## src/common/ma_pkg.sv

```systemverilog
// Shared types and constants of the memory-access stage, imported by every stage module
package ma_pkg;

    // Data and address width
    localparam int XLEN     = 32;
    // Register file address width
    localparam int RF_ADD_W = 5;

    // Sequential increments of the program counter
    localparam logic [XLEN-1:0] PC_INC_RVC = 32'd2;     // Compressed instruction
    localparam logic [XLEN-1:0] PC_INC_STD = 32'd4;     // Full-width instruction

    typedef logic [RF_ADD_W-1:0] rf_add_t;              // Destination register address

    // Instruction control indicator, all zeros marks an empty slot
    typedef struct packed {
        logic lsu;                                      // Load or store
        logic bru;                                      // Branch or jump
        logic rvc;                                      // Compressed encoding
        logic reg_dest;                                 // Writes the register file
    } ictrl_t;

    // Load function, same values as the RISC-V funct3 field
    typedef enum logic [2:0] {
        LD_B  = 3'b000,                                 // Signed byte
        LD_H  = 3'b001,                                 // Signed halfword
        LD_W  = 3'b010,                                 // Word
        LD_BU = 3'b100,                                 // Unsigned byte
        LD_HU = 3'b101                                  // Unsigned halfword
    } ld_func_e;

    // Branch unit operation, carried in bit 0 of func
    typedef enum logic {
        BR_COND = 1'b0,                                 // Conditional branch
        BR_JUMP = 1'b1                                  // Unconditional jump
    } br_kind_e;

    // Instruction leaving the execute stage
    typedef struct packed {
        ictrl_t            ictrl;                       // Control indicator
        logic [2:0]        func;                        // Load code or branch kind
        rf_add_t           rd;                          // Destination register
        logic [XLEN-1:0]   val;                         // ALU result, LSU address or condition
        logic [XLEN-1:0]   tgt;                         // Computed branch target
        logic              predicted;                   // Predicted taken in fetch
        logic [XLEN-1:0]   pred_tadd;                   // Predicted target
    } exma_item_t;

    // Load information kept until write-back
    typedef struct packed {
        ld_func_e          func;                        // Width and extension
        logic [1:0]        offset;                      // Byte offset in the word
    } ld_info_t;

    // Write-back port towards the register file
    typedef struct packed {
        logic              we;                          // Write enable
        rf_add_t           rd;                          // Destination register
        logic [XLEN-1:0]   val;                         // Value to write
    } wb_item_t;

endpackage
```

## src/rtl/ma_stage.sv

```systemverilog
// Memory-access stage top, joins stage control, branch resolution, pc and the MA/WB register
`timescale 1ns/1ns

module ma_stage import ma_pkg::*; #(
    parameter logic [XLEN-1:0] BOOT_ADDR = '0           // Reset value of the program counter
) (
    input  logic              clk_i,                    // Clock
    input  logic              arst_n_i,                 // Asynchronous reset, active low

    input  exma_item_t        exma_i,                   // Instruction from execute stage
    input  logic [XLEN-1:0]   lsu_data_i,               // LSU read data
    input  logic              lsu_ready_i,              // LSU transfer done

    output logic              stall_o,                  // Stall for older stages
    output logic              flush_o,                  // Flush for older stages
    output logic [XLEN-1:0]   toc_addr_o,               // Transfer-of-control address
    output logic [XLEN-1:0]   pc_o,                     // Program counter
    output wb_item_t          wb_o                      // Write-back result
);

    logic              commit;                          // Instruction leaves MA this cycle
    logic              taken;                           // Branch or jump taken
    logic [XLEN-1:0]   next_pc;                         // Sequential address
    logic [XLEN-1:0]   wb_val;                          // Selected stage result

    // Empty, stall, commit and result selection
    ma_control m_control (
        .exma_i      (exma_i),
        .lsu_ready_i (lsu_ready_i),
        .lsu_data_i  (lsu_data_i),
        .next_pc_i   (next_pc),
        .commit_o    (commit),
        .stall_o     (stall_o),
        .wb_val_o    (wb_val)
    );

    // Outcome against prediction
    branch_resolver m_branch (
        .exma_i   (exma_i),
        .commit_i (commit),
        .taken_o  (taken),
        .flush_o  (flush_o)
    );

    // Program counter and redirect address
    pc_unit #(
        .BOOT_ADDR (BOOT_ADDR)
    ) m_pc (
        .clk_i      (clk_i),
        .arst_n_i   (arst_n_i),
        .exma_i     (exma_i),
        .commit_i   (commit),
        .taken_i    (taken),
        .pc_o       (pc_o),
        .next_pc_o  (next_pc),
        .toc_addr_o (toc_addr_o)
    );

    // MA/WB register with load decoding
    wb_register m_wb (
        .clk_i    (clk_i),
        .arst_n_i (arst_n_i),
        .exma_i   (exma_i),
        .commit_i (commit),
        .wb_val_i (wb_val),
        .wb_o     (wb_o)
    );

endmodule

```

## src/rtl/wb_register.sv

```systemverilog
// MA/WB pipeline register with the load decoder that shapes the write-back result
`timescale 1ns/1ns

module wb_register import ma_pkg::*; (
    input  logic              clk_i,                    // Clock
    input  logic              arst_n_i,                 // Asynchronous reset, active low

    input  exma_item_t        exma_i,                   // Instruction in MA
    input  logic              commit_i,                 // Instruction leaves MA
    input  logic [XLEN-1:0]   wb_val_i,                 // Selected stage result

    output wb_item_t          wb_o                      // Write-back result
);

    ictrl_t            ictrl_q;                         // Control of the WB slot
    rf_add_t           rd_q;                            // Destination register
    logic [XLEN-1:0]   val_q;                           // Result or raw load word
    ld_info_t          ldi_q;                           // Load width and offset
    ld_info_t          ldi_d;
    logic [XLEN-1:0]   ld_shift;                        // Addressed bytes moved to bit 0
    logic [XLEN-1:0]   ld_data;                         // Extended load value

    // Load function with the low address bits
    assign ldi_d.func   = ld_func_e'(exma_i.func);
    assign ldi_d.offset = exma_i.val[1:0];

    // Bubble enters whenever nothing commits
    always_ff @(posedge clk_i or negedge arst_n_i) begin : ctrl_reg
        if (!arst_n_i) begin
            ictrl_q <= '0;
        end else begin
            ictrl_q <= commit_i ? exma_i.ictrl : '0;
        end
    end

    // Payload follows the committed instruction
    always_ff @(posedge clk_i) begin : data_reg
        if (commit_i) begin
            rd_q  <= exma_i.rd;
            val_q <= wb_val_i;
            ldi_q <= ldi_d;
        end
    end

    // Align the addressed byte or halfword
    assign ld_shift = val_q >> {ldi_q.offset, 3'b000};

    // Sign or zero extension by load function
    always_comb begin : load_decoder
        case (ldi_q.func)
            LD_B: begin
                ld_data = {{(XLEN-8){ld_shift[7]}}, ld_shift[7:0]};
            end
            LD_H: begin
                ld_data = {{(XLEN-16){ld_shift[15]}}, ld_shift[15:0]};
            end
            LD_BU: begin
                ld_data = {{(XLEN-8){1'b0}}, ld_shift[7:0]};
            end
            LD_HU: begin
                ld_data = {{(XLEN-16){1'b0}}, ld_shift[15:0]};
            end
            default: begin
                ld_data = ld_shift;                     // Full word
            end
        endcase
    end

    // Register file write only for instructions with a destination
    assign wb_o.we  = ictrl_q.reg_dest;
    assign wb_o.rd  = rd_q;
    assign wb_o.val = ictrl_q.lsu ? ld_data : val_q;    // Loads go through the decoder

endmodule

```

## src/rtl/ma_control.sv

```systemverilog
// Stage control of MA, derives stall and commit and picks the value stored for write-back
`timescale 1ns/1ns

module ma_control import ma_pkg::*; (
    input  exma_item_t        exma_i,                   // Instruction in MA
    input  logic              lsu_ready_i,              // Data-bus transfer finished
    input  logic [XLEN-1:0]   lsu_data_i,               // Raw read data
    input  logic [XLEN-1:0]   next_pc_i,                // Link address

    output logic              commit_o,                 // Instruction leaves MA
    output logic              stall_o,                  // Hold the older stages
    output logic [XLEN-1:0]   wb_val_o                  // Value for the MA/WB register
);

    logic empty;                                        // No instruction in the slot
    logic lsu_wait;                                     // Transfer still open

    // All control bits clear means a bubble
    assign empty    = (exma_i.ictrl == '0);

    // Only load and store wait on the bus
    assign lsu_wait = exma_i.ictrl.lsu & ~lsu_ready_i;

    assign stall_o  = lsu_wait;

    // Nothing cancels an instruction here, so it goes as soon as it is not waiting
    assign commit_o = ~empty & ~lsu_wait;

    // Result selection
    always_comb begin : result_select
        if (exma_i.ictrl.lsu) begin
            wb_val_o = lsu_data_i;                      // Decoded later in WB
        end else if (exma_i.ictrl.bru) begin
            wb_val_o = next_pc_i;                       // Return address of a jump
        end else begin
            wb_val_o = exma_i.val;                      // ALU result
        end
    end

endmodule

```

## src/branch/pc_unit.sv

```systemverilog
// Program counter of the instruction in MA, its sequential successor and the redirect address
`timescale 1ns/1ns

module pc_unit import ma_pkg::*; #(
    parameter logic [XLEN-1:0] BOOT_ADDR = '0           // First fetch address
) (
    input  logic              clk_i,                    // Clock
    input  logic              arst_n_i,                 // Asynchronous reset, active low

    input  exma_item_t        exma_i,                   // Instruction in MA
    input  logic              commit_i,                 // Instruction leaves MA
    input  logic              taken_i,                  // Branch or jump taken

    output logic [XLEN-1:0]   pc_o,                     // Current program counter
    output logic [XLEN-1:0]   next_pc_o,                // Sequential address
    output logic [XLEN-1:0]   toc_addr_o                // Address for a redirect
);

    logic [XLEN-1:0] pc_q;                              // PC register
    logic [XLEN-1:0] pc_incr;                           // 2 or 4
    logic [XLEN-1:0] next_pc;
    logic [XLEN-1:0] new_pc;                            // Value loaded on commit

    // Instruction size
    assign pc_incr = exma_i.ictrl.rvc ? PC_INC_RVC : PC_INC_STD;

    assign next_pc = pc_q + pc_incr;

    // Jump target or fall-through
    assign new_pc  = taken_i ? exma_i.tgt : next_pc;

    // PC advances only with a committing instruction
    always_ff @(posedge clk_i or negedge arst_n_i) begin : pc_reg
        if (!arst_n_i) begin
            pc_q <= BOOT_ADDR;
        end else if (commit_i) begin
            pc_q <= new_pc;
        end
    end

    // Same selection serves the flush target
    assign toc_addr_o = new_pc;

    assign next_pc_o  = next_pc;
    assign pc_o       = pc_q;

endmodule

```

## src/branch/branch_resolver.sv

```systemverilog
// Resolves branches and jumps in MA and raises a flush when the fetch prediction was wrong
`timescale 1ns/1ns

module branch_resolver import ma_pkg::*; (
    input  exma_item_t        exma_i,                   // Instruction in MA
    input  logic              commit_i,                 // Instruction leaves MA

    output logic              taken_o,                  // Control transfer happens
    output logic              flush_o                   // Redirect the front end
);

    br_kind_e   kind;                                   // Branch or jump
    logic       active;                                 // Branch unit instruction
    logic       cond_true;                              // Condition from execute
    logic       taken;
    logic       dir_miss;                               // Direction differs from prediction
    logic       tgt_miss;                               // Target differs from prediction
    logic       mispredict;

    assign active    = exma_i.ictrl.bru;
    assign kind      = br_kind_e'(exma_i.func[0]);
    assign cond_true = exma_i.val[0];                   // Comparison result of EX

    // Jumps always go, branches only on a true condition
    always_comb begin : outcome
        taken = 1'b0;
        if (active) begin
            case (kind)
                BR_JUMP: taken = 1'b1;
                BR_COND: taken = cond_true;
                default: taken = 1'b0;
            endcase
        end
    end

    // Wrong direction in either sense
    assign dir_miss   = taken != exma_i.predicted;

    // Right direction but fetch went to another address
    assign tgt_miss   = taken & (exma_i.tgt != exma_i.pred_tadd);

    assign mispredict = active & (dir_miss | tgt_miss);

    assign taken_o    = taken;

    // Only a committing instruction may redirect
    assign flush_o    = commit_i & mispredict;

endmodule

```

## config.mk

```make
export PLATFORM = sky130hd
export DESIGN_NAME = ma_stage
export DESIGN_NICKNAME = d
export VERILOG_FILES = /design/src/common/ma_pkg.sv /design/src/rtl/ma_stage.sv /design/src/rtl/wb_register.sv /design/src/rtl/ma_control.sv /design/src/branch/pc_unit.sv /design/src/branch/branch_resolver.sv
export SDC_FILE = /design/constraint.sdc
export NUM_CORES = 1
export LEC_CHECK = 0
export BUFFER_PORTS_ARGS = -buffer_cell sky130_fd_sc_hd__buf_2
export CAP_MARGIN = 20
export CORE_MARGIN = 5
export CORE_UTILIZATION = 52
export DETAILED_ROUTE_END_ITERATION = 8
export GPL_ROUTABILITY_DRIVEN = 0
export PLACE_DENSITY = 0.91
export SYNTH_ARGS = -nofsm -noshare
export SYNTH_HDL_FRONTEND = slang
export SYNTH_SLANG_ARGS = --single-unit
```

## constraint.sdc

```tcl
create_clock -name clk_i -period 4.6 [get_ports clk_i]
set_input_delay 0 -clock clk_i [delete_from_list [all_inputs] [get_ports clk_i]]
set_output_delay 0 -clock clk_i [all_outputs]
set_load 0.05 [all_outputs]
```

==> results.yml, run 1 <==
yosys:
  synthXorXnorAreaFrac: 0.0912
  synth_mux_area_frac: 0.0570
  yosys_warnings: 0
  synthTopCellsByArea: "edfxtp_1, dfrtp_1, xnor2_1, nor2_1, a21oi_1"
  synth_top_area_cell: "edfxtp_1"
  synth_top_family_by_area: "compound AO/OA/AOI/OAI gates"
  synthCells: 655
  async_flop_share: 0.447
  synth-seq-area-share: 0.373
  syn_nets: 802
  synth_top_area_frac: 0.223
  synth_compound_area_frac: 0.251
  ys_ff_latch: 76
  synth-edff-count: 42
  syn-cell-area_um2: 5670
  synth_adder_area_share: 0.00795
  ys.flop_type: "edfxtp_1"
  syn_avg_cell_area_um2: 8.65
  ys_types: 56
  yosys.area_share.simple: 0.176
cts:
  worstSkewPairLatency_ns: 0.35
  cts_buffer_depth: 2
  post_cts_buffers: 0
  cts.clk_slew.worst_paths_ns: 0.08
  holdBufCountCts: 49
  cts_sinks: 76
  htree_levels: 3
  cts_root_buffer: "clkbuf_8"
  cts_made_buffers: 9
  cts_resized: 0
  cts_tree: "yes"
placed_design:
  dpl_worst_slack_ns: 1.86
  io_buffers: 247
  dp_hpwl_um: 16100
worst_setup_path:
  arrival_ns: 3.19
  slowest_stage: "and4_1"
  crit_chain: "ha_1, inv_1, fa_1, and4b_1, and4_1, nand4_1, xor2_1, a21oi_1, buf_2"
  reg2regPathDepth: 8
  critPathMaxStageDelay_ns: 0.47
  worstPathMaxFanout: 9
  rrSetupSlack_ns: 1.73
  rr_endpoint: "m_wb.val_q[31]"
  r2r-start: "m_pc.pc_o[1]"
  startpoint_type: "flop"
  end_kind: "output port"
  crit_type: "flop to output port"
  required_ns: 4.60
route:
  drtAntennaViolNets: 0
  drtIter0Drc: 717
  num_vias: 6461
  drcViolationCount: 0
  routed_via_density: 6.07
  firstDrtPassIters: 5
  wl_met3_um: 2610
  top_layer_used: "met4"
  wl_per_cell_um: 20.4
  routed_wl_um: 21700
  drt-met1-wl_um: 8050
  wl_met2_um: 10300
global_route:
  grt_usage: 0.324
  grt-ovfl-total: 0
  grt_pass1_wl_um: 32900
  grt_start_max_net_pins: 78
  grt_pass1_vias: 6201
  antenna_found_initial: 0
sta:
  drv_slew: 0
  setup_violations: 0
  fin_crit_ns: 3.19
  post-route-period-util: 0.693
  clock.fmax_ghz: 0.314
  tns_ns: 0
  fin_ws_ns: 1.41
  slew_headroom: 0.315
  final_hold_viol_count: 0
  rsz0062_at_grt: "false"
  worst_pin_slew_ns: 1.02
  fin_skew_ns: 0.00670
  holdWs_ns: 0.0145
run:
  maxCapViolCount: 0
hold_path:
  hold_class: "primary input to flop"
  min_path_cells: 3
  hold_end: "m_wb.val_q[17]"
  min-delay-start: "lsu_data_i[17]"
power:
  power_frac_comb: 0.483
  ir_worst_vdd_mv: 0.425
  p_leak_nw: 3.45
  intPower_mw: 1.65
  pwr-share-seq: 0.317
  p_sw_mw: 1.51
  power_density_nw_per_um2: 412
  switching_share: 0.478
  clkPwrFrac: 0.200
layout:
  area_delta_synth_final_pct: 35.7
  final_nets: 1066
  drive_gt1_frac: 0.323
  n_antenna_cell: 0
  utilization: 0.716
status:
  status: "finished, final reports clean"
floorplan:
  ios: 248
  placementRows: 38
  die_area_um2: 13100
  die_h_um: 114
  core_um2: 10700
  die_w_um: 114
  start_util: 0.527
## registers in the layout, summed over array words and instances, names as in the netlist
register / flops
m_pc.pc_o: 32
m_wb.val_q: 32
m_wb.ldi_q: 5
m_wb.rd_q: 5
m_wb.ictrl_q: 1
m_wb.wb_o: 1
## layout make-up
| type | count | area, um^2 |
|---|---|---|
| clock buffer | 9 | 124 |
| timing repair buffer | 302 | 1770 |
| sequential | 76 | 2110 |
| inverter | 15 | 56.3 |
| clock inverter | 7 | 125 |
| tap | 140 | 175 |
| multi-input combinational | 515 | 3330 |
| fill | 850 | 3050 |
## Yosys cell counts, drive strengths merged (2+ instances only)
| cell | instances |
|---|---|
| dfrtp | 34 |
| o21a | 4 |
| nand4 | 15 |
| a21oi | 60 |
| nor2 | 81 |
| a2bb2oi | 11 |
| or2 | 2 |
| a22oi | 15 |
| ha | 2 |
| o22ai | 15 |
| xnor2 | 35 |
| mux2i | 21 |
| a31oi | 17 |
| and4 | 4 |
| edfxtp | 42 |
| mux2 | 10 |
| nor3 | 5 |
| o22a | 15 |
| and2 | 5 |
| o221a | 7 |
| inv | 15 |
| a211oi | 10 |
| nor4b | 2 |
| nand2b | 3 |
| o31ai | 5 |
| buf | 11 |
| nand2 | 58 |
| nor2b | 2 |
| clkbuf | 38 |
| xor2 | 24 |
| o21ai | 29 |
| and3 | 8 |
| a21o | 20 |
| nor4 | 6 |
| nand3 | 12 |
## cell usage in the layout (no fill, tap or decap), drive strengths merged, types with 24 or more instances in the layout
| cell type | netlist | layout |
|---|---|---|
| xor2 | 24 | 24 |
| a21oi | 60 | 60 |
| o21ai | 29 | 29 |
| buf | 11 | 253 |
| dlygate4sd3 | 0 | 49 |
| xnor2 | 35 | 35 |
| edfxtp | 42 | 42 |
| dfrtp | 34 | 34 |
| nor2 | 81 | 81 |
| nand2 | 58 | 58 |
## cells by family (layout without fill, tap and decap cells)
family                     count (synthesis)  in the layout
AOI/OAI and AO/OA                        214            214
xor gates and xnor gates                  59             59
adders and majority gates                  3              3
buffers and inverters                     64            333
DFF                                       76             76
muxes                                     31             31
and+or+nand+nor                          208            208
## worst max-delay path by stage
stage	start	to	slack, ns
floorplan	m_pc.pc_o[1]	toc_addr_o[25]	1.38
global placement	m_pc.pc_o[1]	m_wb.val_q[31]	1.93
detailed placement	m_pc.pc_o[1]	m_wb.val_q[31]	1.86
CTS	m_pc.pc_o[1]	toc_addr_o[31]	1.48
global route	m_pc.pc_o[1]	toc_addr_o[31]	1.23
finish	m_pc.pc_o[1]	toc_addr_o[31]	1.41
## metrics by stage
stage,area [um^2],cells,power (mW)
after floorplan,5670,655,2.05
after global placement,6950,999,2.46
after detailed placement,6950,999,2.48
after CTS,7690,1064,3.14
after global routing,7690,1064,3.29
final,7690,1064,3.17
## metal layers
metal	vias to the layer above	track usage
met5	-	0
met4	0	0.125
met3	67	0.0936
met2	499	0.523
met1	2957	0.409
li1	2938	-
## power by group through the flow
stage	sequential [mW]	combinational, mW	clock (mW)
after global routing	1.02	1.61	0.665
after detailed placement	1.01	1.47	0
final	1.00	1.53	0.634
after floorplan	1.19	0.865	0
after CTS	0.995	1.51	0.637
after global placement	1.00	1.45	0
## worst max-delay path: cells and delay by family (launching register included)
family | cells | cell delay, ns
compound gates | 1 | 0.11
xor+xnor | 1 | 0.32
fa+ha+maj | 2 | 0.62
buf+inv | 2 | 0.31
flops | 1 | 0.37
simple gates | 3 | 1.10
Power figures use the tool's default switching activity.
==> inputs of run 2 (changes only) <==
Settings changed: CORE_UTILIZATION 52 to 49, PLACE_DENSITY 0.91 to 0.86.
Clock period 4.6 ns to 3.2 ns, I/O delays scaled along.
==> run 2 against run 1 <==
Final area decreased by 0.52%. Global-route usage decreased by 2.8 points. Combinational power increased by 43%. Register-to-register slack got worse by 1.3 ns. Total power increased by 44%. Sequential power increased by 44%. Clock-buffer cell count increased by 3. Core utilization decreased by 4.3 points. Die area increased by 5.6%. Clock power increased by 45%. Cell count decreased by 0.28%. Critical endpoint unchanged.
==> results.yml, run 2 (synthesized netlist as in run 1, its figures left out) <==
status:
  status: "finished, final reports clean"
power:
  power_density_nw_per_um2: 595
  ir_worst_vdd_mv: 0.513
  p_leak_nw: 3.44
cts:
  cts_root_buffer: "clkbuf_16"
  cts_tree: "yes"
  worstSkewPairLatency_ns: 0.33
  cts_sinks: 76
  cts_made_buffers: 9
  htree_levels: 3
  cts.clk_slew.worst_paths_ns: 0.06
  cts_buffer_depth: 2
worst_setup_path:
  worst-path-buf-inv: 2
  worstPathMaxFanout: 9
  cp_top_family: "simple AND/OR/NAND/NOR gates"
  startpoint_type: "flop"
  arrival_ns: 3.01
  required_ns: 3.20
  critPathMaxStageDelay_ns: 0.42
  crit_chain: "ha_1, inv_1, fa_1, and4b_1, and4_2, nand4_1, xor2_1, a21oi_2, buf_2"
  slowest_stage: "fa_1"
  end_kind: "output port"
  crit_type: "flop to output port"
route:
  drtAntennaViolNets: 0
  num_vias: 6355
  routed_via_density: 5.99
  routed_wl_um: 21300
  firstDrtPassIters: 5
  drtIter0Drc: 800
  drcViolationCount: 0
  wl_per_cell_um: 20.1
run:
  maxCapViolCount: 0
global_route:
  grt_start_max_net_pins: 57
  grt_usage: 0.296
  grt_pass1_wl_um: 33100
  antenna_found_initial: 1
  grt_pass1_vias: 6056
  grt-ovfl-total: 0
sta:
  post-route-period-util: 0.941
  worst_pin_slew_ns: 0.831
  slew_headroom: 0.446
  fin_skew_ns: 0.00421
  final_hold_viol_count: 0
  clock.fmax_ghz: 0.332
  fin_crit_ns: 3.01
  tns_ns: 0
  rsz0062_at_grt: "false"
  setup_violations: 0
  drv_slew: 0
floorplan:
  die_w_um: 118
  core_um2: 11400
  start_util: 0.499
  die_h_um: 118
  ios: 248
  die_area_um2: 13800
  placementRows: 39
placed_design:
  dpl_cell_area_um2: 7030
  dp_hpwl_um: 16300
  io_buffers: 247
layout:
  final_nets: 1059
  drive_gt1_frac: 0.330
  finalInstanceArea_um2: 7650
  area_delta_synth_final_pct: 35.0
  mostFrequentLayoutCells: "buf_2, nor2_1, nand2_1, a21oi_1, edfxtp_1"
  layout_commonest_cell: "buf_2"
hold_path:
  hold_class: "primary input to flop"
[run 2: cell type report]
| type | count | area (um^2) |
|---|---|---|
| Sequential cell | 76 | 2110 |
| Tap cell | 143 | 179 |
| Antenna cell | 1 | 2.50 |
| Clock buffer | 12 | 246 |
| Clock inverter | 4 | 16.3 |
| Timing Repair Buffer | 295 | 1700 |
| Fill cell | 962 | 3720 |
| Inverter | 15 | 56.3 |
| Multi-Input combinational cell | 515 | 3340 |
[run 2: worst min-delay path, delay by kind of cell]
kind	cells	cell delay (ns)
AND/OR/NAND/NOR	1	0.04
buffers and inverters	1	0.08
AO/OA/AOI/OAI	1	0.09
[run 2: per-stage QoR]
stage | hold slack (ns) | worst slack [ns] | cells | util | total power, mW
3_5_place_dp | 0.145 | 0.433 | 1008 | 0.618 | 3.58
6_report | 0.00225 | 0.188 | 1061 | 0.673 | 4.55
2_1_floorplan | -0.296 | 0.0111 | 655 | - | 2.96
4_1_cts | 0.000888 | 0.102 | 1060 | 0.673 | 4.53
3_3_place_gp | 0.132 | 0.480 | 1008 | 0.618 | 3.55
5_1_grt | 0.0214 | 0.0446 | 1061 | 0.673 | 4.74
[run 2: report_power, final]
| group | internal (mW) | switching [mW] | total, mW |
|---|---|---|---|
| clock | 0.538 | 0.385 | 0.922 |
| sequential | 1.21 | 0.228 | 1.44 |
| combinational | 0.641 | 1.55 | 2.19 |
| total | 2.39 | 2.16 | 4.55 |
[run 2: timing repair]
item / in CTS / in global routing
endpoints found under the setup margin: 0 / 7
resized for setup: 0 / 1
hold buffers: 36 / 0
setup buffers: 0 / 0
endpoints found under the hold margin: 67 / 0
[run 2: final timing paths]
path	end	slack (ns)	startpoint	cells after the start
worst max-delay path	toc_addr_o[31]	0.19	m_pc.pc_o[1]	9
worst min-delay path	m_wb.val_q[1]	0.002	lsu_data_i[1]	3
worst max register to register	m_wb.val_q[23]	0.48	m_pc.pc_o[1]	8
worst min register to register	m_pc.pc_o[1]	0.51	m_pc.pc_o[1]	2
max in group asynchronous	m_pc.pc_o[25]	2.37	arst_n_i	2
min in group asynchronous	m_pc.pc_o[6]	0.30	arst_n_i	2
[run 2: metal layers]
metal  up-vias  global-route usage  wire length (um)
met1      2962               0.382              8240
li1       2927                   -                 -
met3        63              0.0798              2260
met5         -                   0                 0
met4         0               0.103               651
met2       403               0.480             10200
